## config.mk

```make
export PLATFORM = sky130hd
export DESIGN_NAME = load_queue
export DESIGN_NICKNAME = d
export VERILOG_FILES = /design/src/hdl/core_pkg.sv /design/src/hdl/lq_pkg.sv /design/src/hdl/load_queue.sv /design/src/hdl/lq_alloc_counter.sv /design/src/hdl/lq_entry_array.sv /design/src/hdl/lq_entry_fsm.sv /design/src/hdl/rr_select.sv
export SDC_FILE = /design/constraint.sdc
export NUM_CORES = 1
export LEC_CHECK = 0
export BUFFER_PORTS_ARGS = -buffer_cell sky130_fd_sc_hd__buf_2
export CORE_ASPECT_RATIO = 0.75
export CORE_MARGIN = 3
export CORE_UTILIZATION = 35
export DETAILED_ROUTE_END_ITERATION = 6
export GPL_ROUTABILITY_DRIVEN = 1
export MAX_ROUTING_LAYER = met4
export PLACE_DENSITY_LB_ADDON = 0.12
export SLEW_MARGIN = 20
export SYNTH_ARGS = -nofsm -noshare
export SYNTH_HDL_FRONTEND = slang
export SYNTH_SLANG_ARGS = --single-unit
```

## constraint.sdc

```tcl
create_clock -name clock -period 14.2 [get_ports clock]
set_input_delay 2.84 -clock clock [delete_from_list [all_inputs] [get_ports clock]]
set_output_delay 2.84 -clock clock [all_outputs]
set_load 0.01 [all_outputs]
```

## src/hdl/core_pkg.sv

```systemverilog
`default_nettype none

package core_pkg;

    // datapath widths
    localparam int addr_width = 16;
    localparam int data_width = 32;

    // rename resources
    localparam int rob_entries = 32;
    localparam int prf_entries = 64;
    localparam int rob_idx_width = $clog2(rob_entries);
    localparam int prf_idx_width = $clog2(prf_entries);

    // block in [15:3], offset in [2:0]
    typedef logic [addr_width-1:0] addr_t;
    typedef logic [data_width-1:0] data_t;

    typedef logic [rob_idx_width-1:0] rob_idx_t;
    typedef logic [prf_idx_width-1:0] prf_idx_t;

    // access width of a load
    typedef enum logic [1:0] {
        mem_byte = 2'd0,
        mem_half = 2'd1,
        mem_word = 2'd2
    } mem_size_t;

endpackage

`default_nettype wire

```

## src/hdl/lq_pkg.sv

```systemverilog
`default_nettype none

package lq_pkg;

    import core_pkg::*;

    // queue geometry
    localparam int lq_depth = 8;
    localparam int lq_idx_width = $clog2(lq_depth);
    localparam int lq_count_width = $clog2(lq_depth + 1);

    typedef logic [lq_idx_width-1:0] lq_idx_t;
    typedef logic [lq_count_width-1:0] lq_count_t;

    // life of one entry
    typedef enum logic [2:0] {
        st_free      = 3'd0,
        st_wait_addr = 3'd1,
        st_ready     = 3'd2,
        st_miss      = 3'd3,
        st_done      = 3'd4
    } lq_state_t;

    // one data cache read with its entry number for the miss return
    typedef struct packed {
        lq_idx_t   entry;
        addr_t     addr;
        mem_size_t size;
    } cache_req_t;

    // one common data bus broadcast
    typedef struct packed {
        data_t    data;
        prf_idx_t prf_idx;
        rob_idx_t rob_idx;
    } cdb_payload_t;

endpackage

`default_nettype wire

```

## src/hdl/load_queue.sv

```systemverilog
`default_nettype none

module load_queue
    import core_pkg::*, lq_pkg::*;
(
    input  logic      clock,
    input  logic      reset,
    input  logic      except,

    // dispatch
    input  logic      ld_en,
    input  mem_size_t ld_size,
    input  rob_idx_t  ld_rob_idx,
    input  prf_idx_t  ld_prf_idx,
    input  logic      ld_is_signed,

    // address broadcast from the ALU
    input  logic      alu_valid,
    input  rob_idx_t  alu_rob_idx,
    input  addr_t     alu_addr,

    // data cache answers in the same cycle
    output logic      rd_en,
    output addr_t     rd_addr,
    output mem_size_t rd_size,
    output lq_idx_t   rd_entry,
    input  logic      dc_hit,
    input  data_t     dc_data,

    // memory return for misses
    input  logic      mem_valid,
    input  lq_idx_t   mem_entry,
    input  data_t     mem_data,

    // common data bus
    output logic      cdb_valid,
    output data_t     cdb_data,
    output prf_idx_t  cdb_prf_idx,
    output rob_idx_t  cdb_rob_idx,

    output lq_count_t num_free
);

    logic [lq_depth-1:0] free;
    logic [lq_depth-1:0] wait_addr;
    logic [lq_depth-1:0] ready;
    logic [lq_depth-1:0] done;
    logic [lq_depth-1:0] hit_write;
    logic [lq_depth-1:0] fill_write;
    logic [lq_depth-1:0] addr_hit;
    logic [lq_depth-1:0] cache_gnt;
    logic [lq_depth-1:0] cdb_gnt;
    lq_idx_t             alloc_idx;

    cache_req_t   [lq_depth-1:0] cache_reqs;
    cdb_payload_t [lq_depth-1:0] cdb_payloads;
    cache_req_t                  cache_req;
    cdb_payload_t                cdb_payload;

    lq_entry_fsm fsm_i (
        .clock      (clock),
        .reset      (reset),
        .flush      (except),
        .alloc      (ld_en),
        .alloc_idx  (alloc_idx),
        .addr_hit   (addr_hit),
        .cache_gnt  (cache_gnt),
        .dc_hit     (dc_hit),
        .mem_valid  (mem_valid),
        .mem_entry  (mem_entry),
        .cdb_gnt    (cdb_gnt),
        .free       (free),
        .wait_addr  (wait_addr),
        .ready      (ready),
        .done       (done),
        .hit_write  (hit_write),
        .fill_write (fill_write)
    );

    lq_entry_array array_i (
        .clock        (clock),
        .alloc        (ld_en),
        .alloc_idx    (alloc_idx),
        .ld_size      (ld_size),
        .ld_rob_idx   (ld_rob_idx),
        .ld_prf_idx   (ld_prf_idx),
        .ld_is_signed (ld_is_signed),
        .wait_addr    (wait_addr),
        .alu_valid    (alu_valid),
        .alu_rob_idx  (alu_rob_idx),
        .alu_addr     (alu_addr),
        .hit_write    (hit_write),
        .fill_write   (fill_write),
        .dc_data      (dc_data),
        .mem_data     (mem_data),
        .addr_hit     (addr_hit),
        .cache_reqs   (cache_reqs),
        .cdb_payloads (cdb_payloads)
    );

    lq_alloc_counter alloc_i (
        .clock     (clock),
        .reset     (reset),
        .flush     (except),
        .alloc     (ld_en),
        .retire    (cdb_valid),
        .free      (free),
        .alloc_idx (alloc_idx),
        .num_free  (num_free)
    );

    // one cache read per cycle among ready entries
    rr_select #(.payload_t(cache_req_t)) cache_sel_i (
        .clock    (clock),
        .reset    (reset),
        .req      (ready),
        .payloads (cache_reqs),
        .valid    (rd_en),
        .gnt      (cache_gnt),
        .payload  (cache_req)
    );

    // one broadcast per cycle among finished entries
    rr_select #(.payload_t(cdb_payload_t)) cdb_sel_i (
        .clock    (clock),
        .reset    (reset),
        .req      (done),
        .payloads (cdb_payloads),
        .valid    (cdb_valid),
        .gnt      (cdb_gnt),
        .payload  (cdb_payload)
    );

    assign rd_addr  = cache_req.addr;
    assign rd_size  = cache_req.size;
    assign rd_entry = cache_req.entry;

    assign cdb_data    = cdb_payload.data;
    assign cdb_prf_idx = cdb_payload.prf_idx;
    assign cdb_rob_idx = cdb_payload.rob_idx;

endmodule

`default_nettype wire

```

## src/hdl/lq_alloc_counter.sv

```systemverilog
`default_nettype none

module lq_alloc_counter
    import lq_pkg::*;
(
    input  logic                clock,
    input  logic                reset,
    input  logic                flush,
    input  logic                alloc,
    input  logic                retire,
    input  logic [lq_depth-1:0] free,
    output lq_idx_t             alloc_idx,
    output lq_count_t           num_free
);

    // alloc and retire in one cycle cancel out
    always_ff @(posedge clock) begin
        if (reset || flush) begin
            num_free <= lq_count_t'(lq_depth);
        end else begin
            num_free <= num_free - lq_count_t'(alloc) + lq_count_t'(retire);
        end
    end

    // scan from the top down so the lowest free entry wins
    always_comb begin
        alloc_idx = '0;
        for (int i = lq_depth - 1; i >= 0; i--) begin
            if (free[i]) begin
                alloc_idx = lq_idx_t'(i);
            end
        end
    end

endmodule

`default_nettype wire

```

## src/hdl/lq_entry_array.sv

```systemverilog
`default_nettype none

module lq_entry_array
    import core_pkg::*, lq_pkg::*;
(
    input  logic                              clock,
    input  logic                              alloc,
    input  lq_idx_t                           alloc_idx,
    input  mem_size_t                         ld_size,
    input  rob_idx_t                          ld_rob_idx,
    input  prf_idx_t                          ld_prf_idx,
    input  logic                              ld_is_signed,
    input  logic         [lq_depth-1:0]       wait_addr,
    input  logic                              alu_valid,
    input  rob_idx_t                          alu_rob_idx,
    input  addr_t                             alu_addr,
    input  logic         [lq_depth-1:0]       hit_write,
    input  logic         [lq_depth-1:0]       fill_write,
    input  data_t                             dc_data,
    input  data_t                             mem_data,
    output logic         [lq_depth-1:0]       addr_hit,
    output cache_req_t   [lq_depth-1:0]       cache_reqs,
    output cdb_payload_t [lq_depth-1:0]       cdb_payloads
);

    // per-entry payload
    mem_size_t           size_q    [lq_depth];
    logic [lq_depth-1:0] signed_q;
    rob_idx_t            rob_idx_q [lq_depth];
    prf_idx_t            prf_idx_q [lq_depth];
    addr_t               addr_q    [lq_depth];
    data_t               data_q    [lq_depth];

    // narrow the word to the access size, then extend
    function automatic data_t extend(data_t word, mem_size_t size, logic is_signed);
        logic fill_bit;
        data_t result;
        case (size)
            mem_byte: begin
                fill_bit = is_signed & word[7];
                result = {{24{fill_bit}}, word[7:0]};
            end
            mem_half: begin
                fill_bit = is_signed & word[15];
                result = {{16{fill_bit}}, word[15:0]};
            end
            default: begin
                result = word;
            end
        endcase
        return result;
    endfunction

    for (genvar i = 0; i < lq_depth; i++) begin : g_entry

        // only loads still waiting on an address listen to the ALU
        assign addr_hit[i] = alu_valid && wait_addr[i] && (alu_rob_idx == rob_idx_q[i]);

        always_ff @(posedge clock) begin
            if (alloc && alloc_idx == lq_idx_t'(i)) begin
                size_q[i]    <= ld_size;
                signed_q[i]  <= ld_is_signed;
                rob_idx_q[i] <= ld_rob_idx;
                prf_idx_q[i] <= ld_prf_idx;
            end
            if (addr_hit[i]) begin
                addr_q[i] <= alu_addr;
            end
            if (hit_write[i]) begin
                data_q[i] <= extend(dc_data, size_q[i], signed_q[i]);
            end else if (fill_write[i]) begin
                data_q[i] <= extend(mem_data, size_q[i], signed_q[i]);
            end
        end

        // request and broadcast views of the entry
        assign cache_reqs[i].entry = lq_idx_t'(i);
        assign cache_reqs[i].addr  = addr_q[i];
        assign cache_reqs[i].size  = size_q[i];

        assign cdb_payloads[i].data    = data_q[i];
        assign cdb_payloads[i].prf_idx = prf_idx_q[i];
        assign cdb_payloads[i].rob_idx = rob_idx_q[i];
    end

endmodule

`default_nettype wire

```

## src/hdl/lq_entry_fsm.sv

```systemverilog
`default_nettype none

module lq_entry_fsm
    import lq_pkg::*;
(
    input  logic                clock,
    input  logic                reset,
    input  logic                flush,
    input  logic                alloc,
    input  lq_idx_t             alloc_idx,
    input  logic [lq_depth-1:0] addr_hit,
    input  logic [lq_depth-1:0] cache_gnt,
    input  logic                dc_hit,
    input  logic                mem_valid,
    input  lq_idx_t             mem_entry,
    input  logic [lq_depth-1:0] cdb_gnt,
    output logic [lq_depth-1:0] free,
    output logic [lq_depth-1:0] wait_addr,
    output logic [lq_depth-1:0] ready,
    output logic [lq_depth-1:0] done,
    output logic [lq_depth-1:0] hit_write,
    output logic [lq_depth-1:0] fill_write
);

    lq_state_t           state_q [lq_depth];
    logic [lq_depth-1:0] miss;

    for (genvar i = 0; i < lq_depth; i++) begin : g_entry

        always_ff @(posedge clock) begin
            if (reset || flush) begin
                state_q[i] <= st_free;
            end else begin
                case (state_q[i])
                    st_free: begin
                        if (alloc && alloc_idx == lq_idx_t'(i)) begin
                            state_q[i] <= st_wait_addr;
                        end
                    end
                    st_wait_addr: begin
                        if (addr_hit[i]) begin
                            state_q[i] <= st_ready;
                        end
                    end
                    st_ready: begin
                        // hit finishes now, miss parks until memory returns
                        if (cache_gnt[i]) begin
                            state_q[i] <= dc_hit ? st_done : st_miss;
                        end
                    end
                    st_miss: begin
                        if (fill_write[i]) begin
                            state_q[i] <= st_done;
                        end
                    end
                    st_done: begin
                        if (cdb_gnt[i]) begin
                            state_q[i] <= st_free;
                        end
                    end
                    default: state_q[i] <= st_free;
                endcase
            end
        end

        // status decoded from registered state
        assign free[i]      = (state_q[i] == st_free);
        assign wait_addr[i] = (state_q[i] == st_wait_addr);
        assign ready[i]     = (state_q[i] == st_ready);
        assign miss[i]      = (state_q[i] == st_miss);
        assign done[i]      = (state_q[i] == st_done);

        // data strobes into the entry array
        assign hit_write[i]  = cache_gnt[i] && dc_hit;
        // stray memory returns to non-miss entries are dropped here
        assign fill_write[i] = miss[i] && mem_valid && (mem_entry == lq_idx_t'(i));
    end

endmodule

`default_nettype wire

```

## src/hdl/rr_select.sv

```systemverilog
`default_nettype none

module rr_select
    import lq_pkg::*;
#(
    parameter type payload_t = logic
) (
    input  logic                      clock,
    input  logic                      reset,
    input  logic     [lq_depth-1:0]   req,
    input  payload_t [lq_depth-1:0]   payloads,
    output logic                      valid,
    output logic     [lq_depth-1:0]   gnt,
    output payload_t                  payload
);

    // first entry to look at this cycle
    lq_idx_t ptr_q;
    lq_idx_t gnt_idx;
    logic    found;

    always_comb begin
        lq_idx_t cand;
        found = 1'b0;
        gnt_idx = ptr_q;
        for (int k = 0; k < lq_depth; k++) begin
            // index wraps with the entry index width
            cand = ptr_q + lq_idx_t'(k);
            if (!found && req[cand]) begin
                found = 1'b1;
                gnt_idx = cand;
            end
        end
    end

    always_comb begin
        gnt = '0;
        gnt[gnt_idx] = found;
    end

    assign valid   = found;
    assign payload = payloads[gnt_idx];

    // winner goes to the back of the line
    always_ff @(posedge clock) begin
        if (reset) begin
            ptr_q <= '0;
        end else if (found) begin
            ptr_q <= gnt_idx + lq_idx_t'(1);
        end
    end

endmodule

`default_nettype wire

```

# Word-level counts from Yosys, hierarchy flattened
# Memories as Yosys holds them, arrays and structs flattened.
# Cells that the tools add are included.
# op_classes
n_eq_ne	62
n_reduce_logical	126
bitwise	90
addsub	18
n_mux	472
magnitude_cmp	20
# ops
op	n
32-bit two-way mux	32
32-bit one-hot mux with 2 select lines	16
1-bit two-way mux	289
3-bit two-way mux	92
43-bit binary-select mux with 3-bit select	1
5-bit OR reduction	15
3-bit by 4-bit less-than comparator with 1-bit output (second input constant)	18
1-bit logical AND	64
21-bit binary-select mux with 3-bit select	1
3-bit by 2-bit == test with 1-bit output (second input constant)	20
1-bit OR	56
1-bit binary-select mux with 3-bit select	16
3-bit == test (second input constant)	16
43-bit two-way mux	1
6-bit two-way mux	7
6-bit OR reduction	7
5-bit == test	8
5-bit two-way mux	7
1-bit bitwise AND	32
3-bit by 1-bit == test with 1-bit output (second input constant)	10
3-bit zero test	10
3-bit adder (second input constant)	8
21-bit two-way mux	1
8-bit bitwise AND	2
12 further kinds	59
# totals
mem_bits_rw	512
mem_count	6
regBits	18
# mem_list
name	words	word_bits	rd	rd_clocked_by_memory_dff	write_ports	line	text
array_i.data_q	8	32	8	0	8	lq_entry_array.sv:32	data_t data_q [lq_depth];
array_i.addr_q	8	16	8	0	8	lq_entry_array.sv:31	addr_t addr_q [lq_depth];
array_i.prf_idx_q	8	6	8	0	1	lq_entry_array.sv:30	prf_idx_t prf_idx_q [lq_depth];
array_i.rob_idx_q	8	5	8	0	1	lq_entry_array.sv:29	rob_idx_t rob_idx_q [lq_depth];
fsm_i.state_q	8	3	8	0	8	lq_entry_fsm.sv:25	lq_state_t state_q [lq_depth];
array_i.size_q	8	2	8	0	1	lq_entry_array.sv:27	mem_size_t size_q [lq_depth];

# Depth between registers and ports, before layout
# An unclocked memory read counts as a cell.
# depth
depth_word	39
mapped_depth	19

# Cells and area by module
# Synthesis repeated with hierarchy kept, for this count alone.
# hier_totals
cells_unflattened	2942
hier_area_um2	33343.2
# by_module_without_submodules
module	cells_each	n_inst	area_per_inst_um2
lq_entry_array	1591	1	20822.5
rr_select at cdb_sel_i	907	1	7927.6
rr_select at cache_sel_i	208	1	2427.3
lq_entry_fsm	200	1	1860.5
lq_alloc_counter	36	1	305.3

# Least setup slack after synthesis
# OpenSTA, ideal clock, no wires.
# synth_timing
path_type	register to output
startpoint	register cache_sel_i.ptr_q[0]
endpoint	output rd_addr[10]
n_path_buf	5
t_arrival_ns	4.160
slack_ns	7.200
stages_incl_launch_ff	19
cell_sequence	dfxtp_1 buf_2 inv_2 buf_1 ha_1 buf_2 nor4b_2 a211oi_1 or4_1 o32ai_1 a211oi_1 a211oi_1 a21o_2 inv_4 buf_8 buf_8 mux2i_1 mux4_2 inv_1
# synth_via
elab_chain_cells	26
word_cells_on_any_way	53
classes_between	add/sub: 7; mux: 32; reduce/logical: 14
# synth_lines
element	line	text
start: declaration	rr_select.sv:18	lq_idx_t ptr_q;
start signal: assignment	rr_select.sv:49	ptr_q <= gnt_idx + lq_idx_t'(1);
branches (longest 23 deep; another with 3-bit by 1-bit adder with 3-bit output)	-	
3-bit two-way mux (*)	rr_select.sv:29	if (!found && req[cand]) begin
21-bit binary-select mux with 3-bit select (*)	rr_select.sv:42	assign payload = payloads[gnt_idx];
21-bit two-way mux (not written as such) (*)	rr_select.sv:42	
end: declaration	load_queue.sv:24	output addr_t rd_addr,
# Every way passes the cells marked *. The select of a mux whose other input is x is not followed.

# Final worst setup path
# layout_timing
startpoint	register cdb_sel_i.ptr_q[0]
endpoint	output cdb_rob_idx[4]
# layout_via
elab_chain_cells	26
word_cells_on_any_way	53
classes_between	add/sub: 7; mux: 32; reduce/logical: 14
# layout_lines
element	line	text
start: declaration	rr_select.sv:18	
start signal: assignment	rr_select.sv:49	
branches (longest 23 deep; another with 3-bit by 1-bit adder with 3-bit output)	-	
3-bit two-way mux (*)	rr_select.sv:29	
43-bit binary-select mux with 3-bit select (*)	rr_select.sv:42	
43-bit two-way mux (not written as such) (*)	rr_select.sv:42	
end: declaration	load_queue.sv:39	output rob_idx_t cdb_rob_idx,
# Marks and branches as above.

==> out/results.tsv <==
metric	value	unit
grt_usage	0.2297	
timing.final.crit_share	0.6958	
grt_antenna_before_repair	11	
area_delta_synth_final	12.70	%
synth_seq_area_share	0.5307	
initial_core_util	0.3541	
synthesis.instances	2454	
synth_fa_ha_area_frac	0.004451	
htreeDepth	2	
finalClockSkew	0.03076	ns
synthDistinctLibCells	78	
clockBufferDepth	3	
cts_tree	yes	
hold_path_class	reg2reg	
wl	102100	µm
numCtsBuffers	58	
setup_tns	0	ns
clk_latency	0.65	ns
criticalPathCategory	reg2out	
drt_pre_antenna_iters	6	
die_h	258.7	µm
dieArea	88720	µm²
synth_edf_count	520	
drc_errors	0	
fin_crit	9.880	ns
synthFlopType	edfxtp_1	
dp_hpwl	63200	µm
cts_repair_resize_count	0	
whs	0.6205	ns
synth-simple-area-share	0.08931	
io_buffers	178	
grt_overflow	0	
drv_cap	0	
nNetsFinal	2622	
path_clk_slew	0.07	ns
relSlewSlack	0.2365	
yosysWarningCount	0	
hold_viol_final	0	
ioPinCount	179	
num_vias	22578	
crit_required	11.36	ns
worstMarginPinSlew	1.145	ns
viasPerCell	6.129	
avgSynthCellArea	12.14	µm²
synth_top_family_by_area	multiplexers	
crit_fanout	67	
crit_path_end_kind	output port	
netlist_area	29800	µm²
rsz0062_at_grt	no	
ys_ff_latch	530	
slew_violations	0	
setup-violations-final	0	
ctsHoldBuffers	0	
outcome	finished, final reports clean	
ys_async_sr_fraction	0	
layout_commonest_cell	edfxtp_1	
wl_per_cell	27.71	µm
grt_pass1_wl	150100	µm
synth_top_area_share	0.5240	
fillers	7944	
cp-start-kind	flip-flop	
clock-sinks	530	
grt_max_degree	87	
layout_common_cells	edfxtp_1, mux2i_1, o21ai_0	
drive_gt1_frac	0.1947	
timing.fmax	101.2	MHz
post-cts-setup-buffer-count	0	
rows	92	
antenna_left	0	
grt_pass1_vias	22273	
synth_top_cell_by_area	edfxtp_1	
root_buffer	clkbuf_16	
gp_congestion	0.8444	
worstPathArrival	7.04	ns
synthMuxAreaShare	0.1785	
coreArea	84150	µm²
synth_compound_area_frac	0.1384	
synth_xor_area_frac	0.01587	
synth_nets	2573	
synth_area_leaders	edfxtp_1, mux2i_1, o21ai_0	
drtIter0Drc	2011	
die_w	342.9	µm
-- critical path: stages (launching register included) --
cell and delay, ns:
dfxtp_1 0.72, inv_2 0.24, ha_1 0.76, inv_2 0.24, mux2i_1 0.27, mux4_2 0.35
a22o_1 0.38, nand3_1 0.23, o311ai_4 0.85, buf_4 0.79, o211ai_1 0.19, nand3_1 0.12
o22ai_1 0.10, a221oi_1 0.79, buf_2 0.28
-- cell type report --
cell class	instances	area, µm²	share of cell area
Sequential cell	530	15820	0.4709
Multi-Input combinational cell	1628	12970	0.3863
Clock buffer	74	1511	0.04500
Tap cell	1128	1411	0.04202
Timing Repair Buffer	234	1311	0.03904
Clock inverter	31	349.1	0.01039
Inverter	51	193.9	0.005775
Antenna cell	8	20.02	0.0005961
-- final timing paths --
path	startpoint	endpoint	slack [ns]	depth (start not counted)
max reg2reg	cache_sel_i.ptr_q[0]	array_i.data_q[1][101]	7.86	15
max	cdb_sel_i.ptr_q[0]	cdb_rob_idx[4]	4.32	14
min reg2reg	alloc_i.num_free[0]	alloc_i.num_free[0]	0.62	2
min	alloc_i.num_free[0]	alloc_i.num_free[0]	0.62	2
-- registers in the layout, summed over array words and instances, names as in the netlist --
name,cells
fsm_i.state_q,24
array_i.signed_q,8
alloc_i.num_free,4
array_i.size_q,16
array_i.data_q,256
array_i.prf_idx_q,48
cache_sel_i.ptr_q,3
cdb_sel_i.ptr_q,3
array_i.addr_q,128
array_i.rob_idx_q,40
-- through the flow --
| stage | instance area, µm² | utilization | setup WS [ns] | instances |
|---|---|---|---|---|
| 3_3_place_gp | 31680 | 0.3765 | 5.129 | 3569 |
| 4_1_cts | 33550 | 0.3987 | 4.296 | 3674 |
| 5_1_grt | 33580 | 0.3990 | 3.870 | 3681 |
| 3_5_place_dp | 31690 | 0.3766 | 5.033 | 3569 |
| 2_1_floorplan | 29800 | - | 7.200 | 2454 |
| 6_report | 33580 | 0.3991 | 4.320 | 3684 |
-- routing by layer --
layer / up-vias / track usage / routed length [µm]
li1: 9887 / - / -
met1: 11565 / 0.3316 / 47430
met2: 1003 / 0.3356 / 44680
met3: 123 / 0.04310 / 8112
met4: 0 / 0.04960 / 1860
met5: - / - / 0
-- cell families (layout without fill, tap and decap cells) --
| group | count (synthesis) | after routing |
|---|---|---|
| compound gates | 615 | 615 |
| xor+xnor | 54 | 54 |
| fa+ha+maj | 10 | 10 |
| buf+inv | 296 | 390 |
| flops | 530 | 530 |
| mux | 477 | 477 |
| other cells | 0 | 8 |
| simple gates | 472 | 472 |
-- cell usage after synthesis (37+ instances only) --
| cell type | n |
|---|---|
| a22oi_1 | 87 |
| buf_1 | 59 |
| inv_1 | 44 |
| nand4_1 | 95 |
| o211ai_1 | 88 |
| nor2_1 | 63 |
| xnor2_1 | 40 |
| a221oi_1 | 48 |
| buf_2 | 42 |
| o22ai_1 | 47 |
| nand3_1 | 111 |
| edfxtp_1 | 520 |
| mux4_2 | 37 |
| clkbuf_1 | 124 |
| nand2_1 | 51 |
| mux2i_1 | 375 |
| o21ai_0 | 209 |
| mux2_2 | 65 |
Power is not shown: default switching activity piles up to over one toggle a cycle in this logic, so the estimate is an artifact.
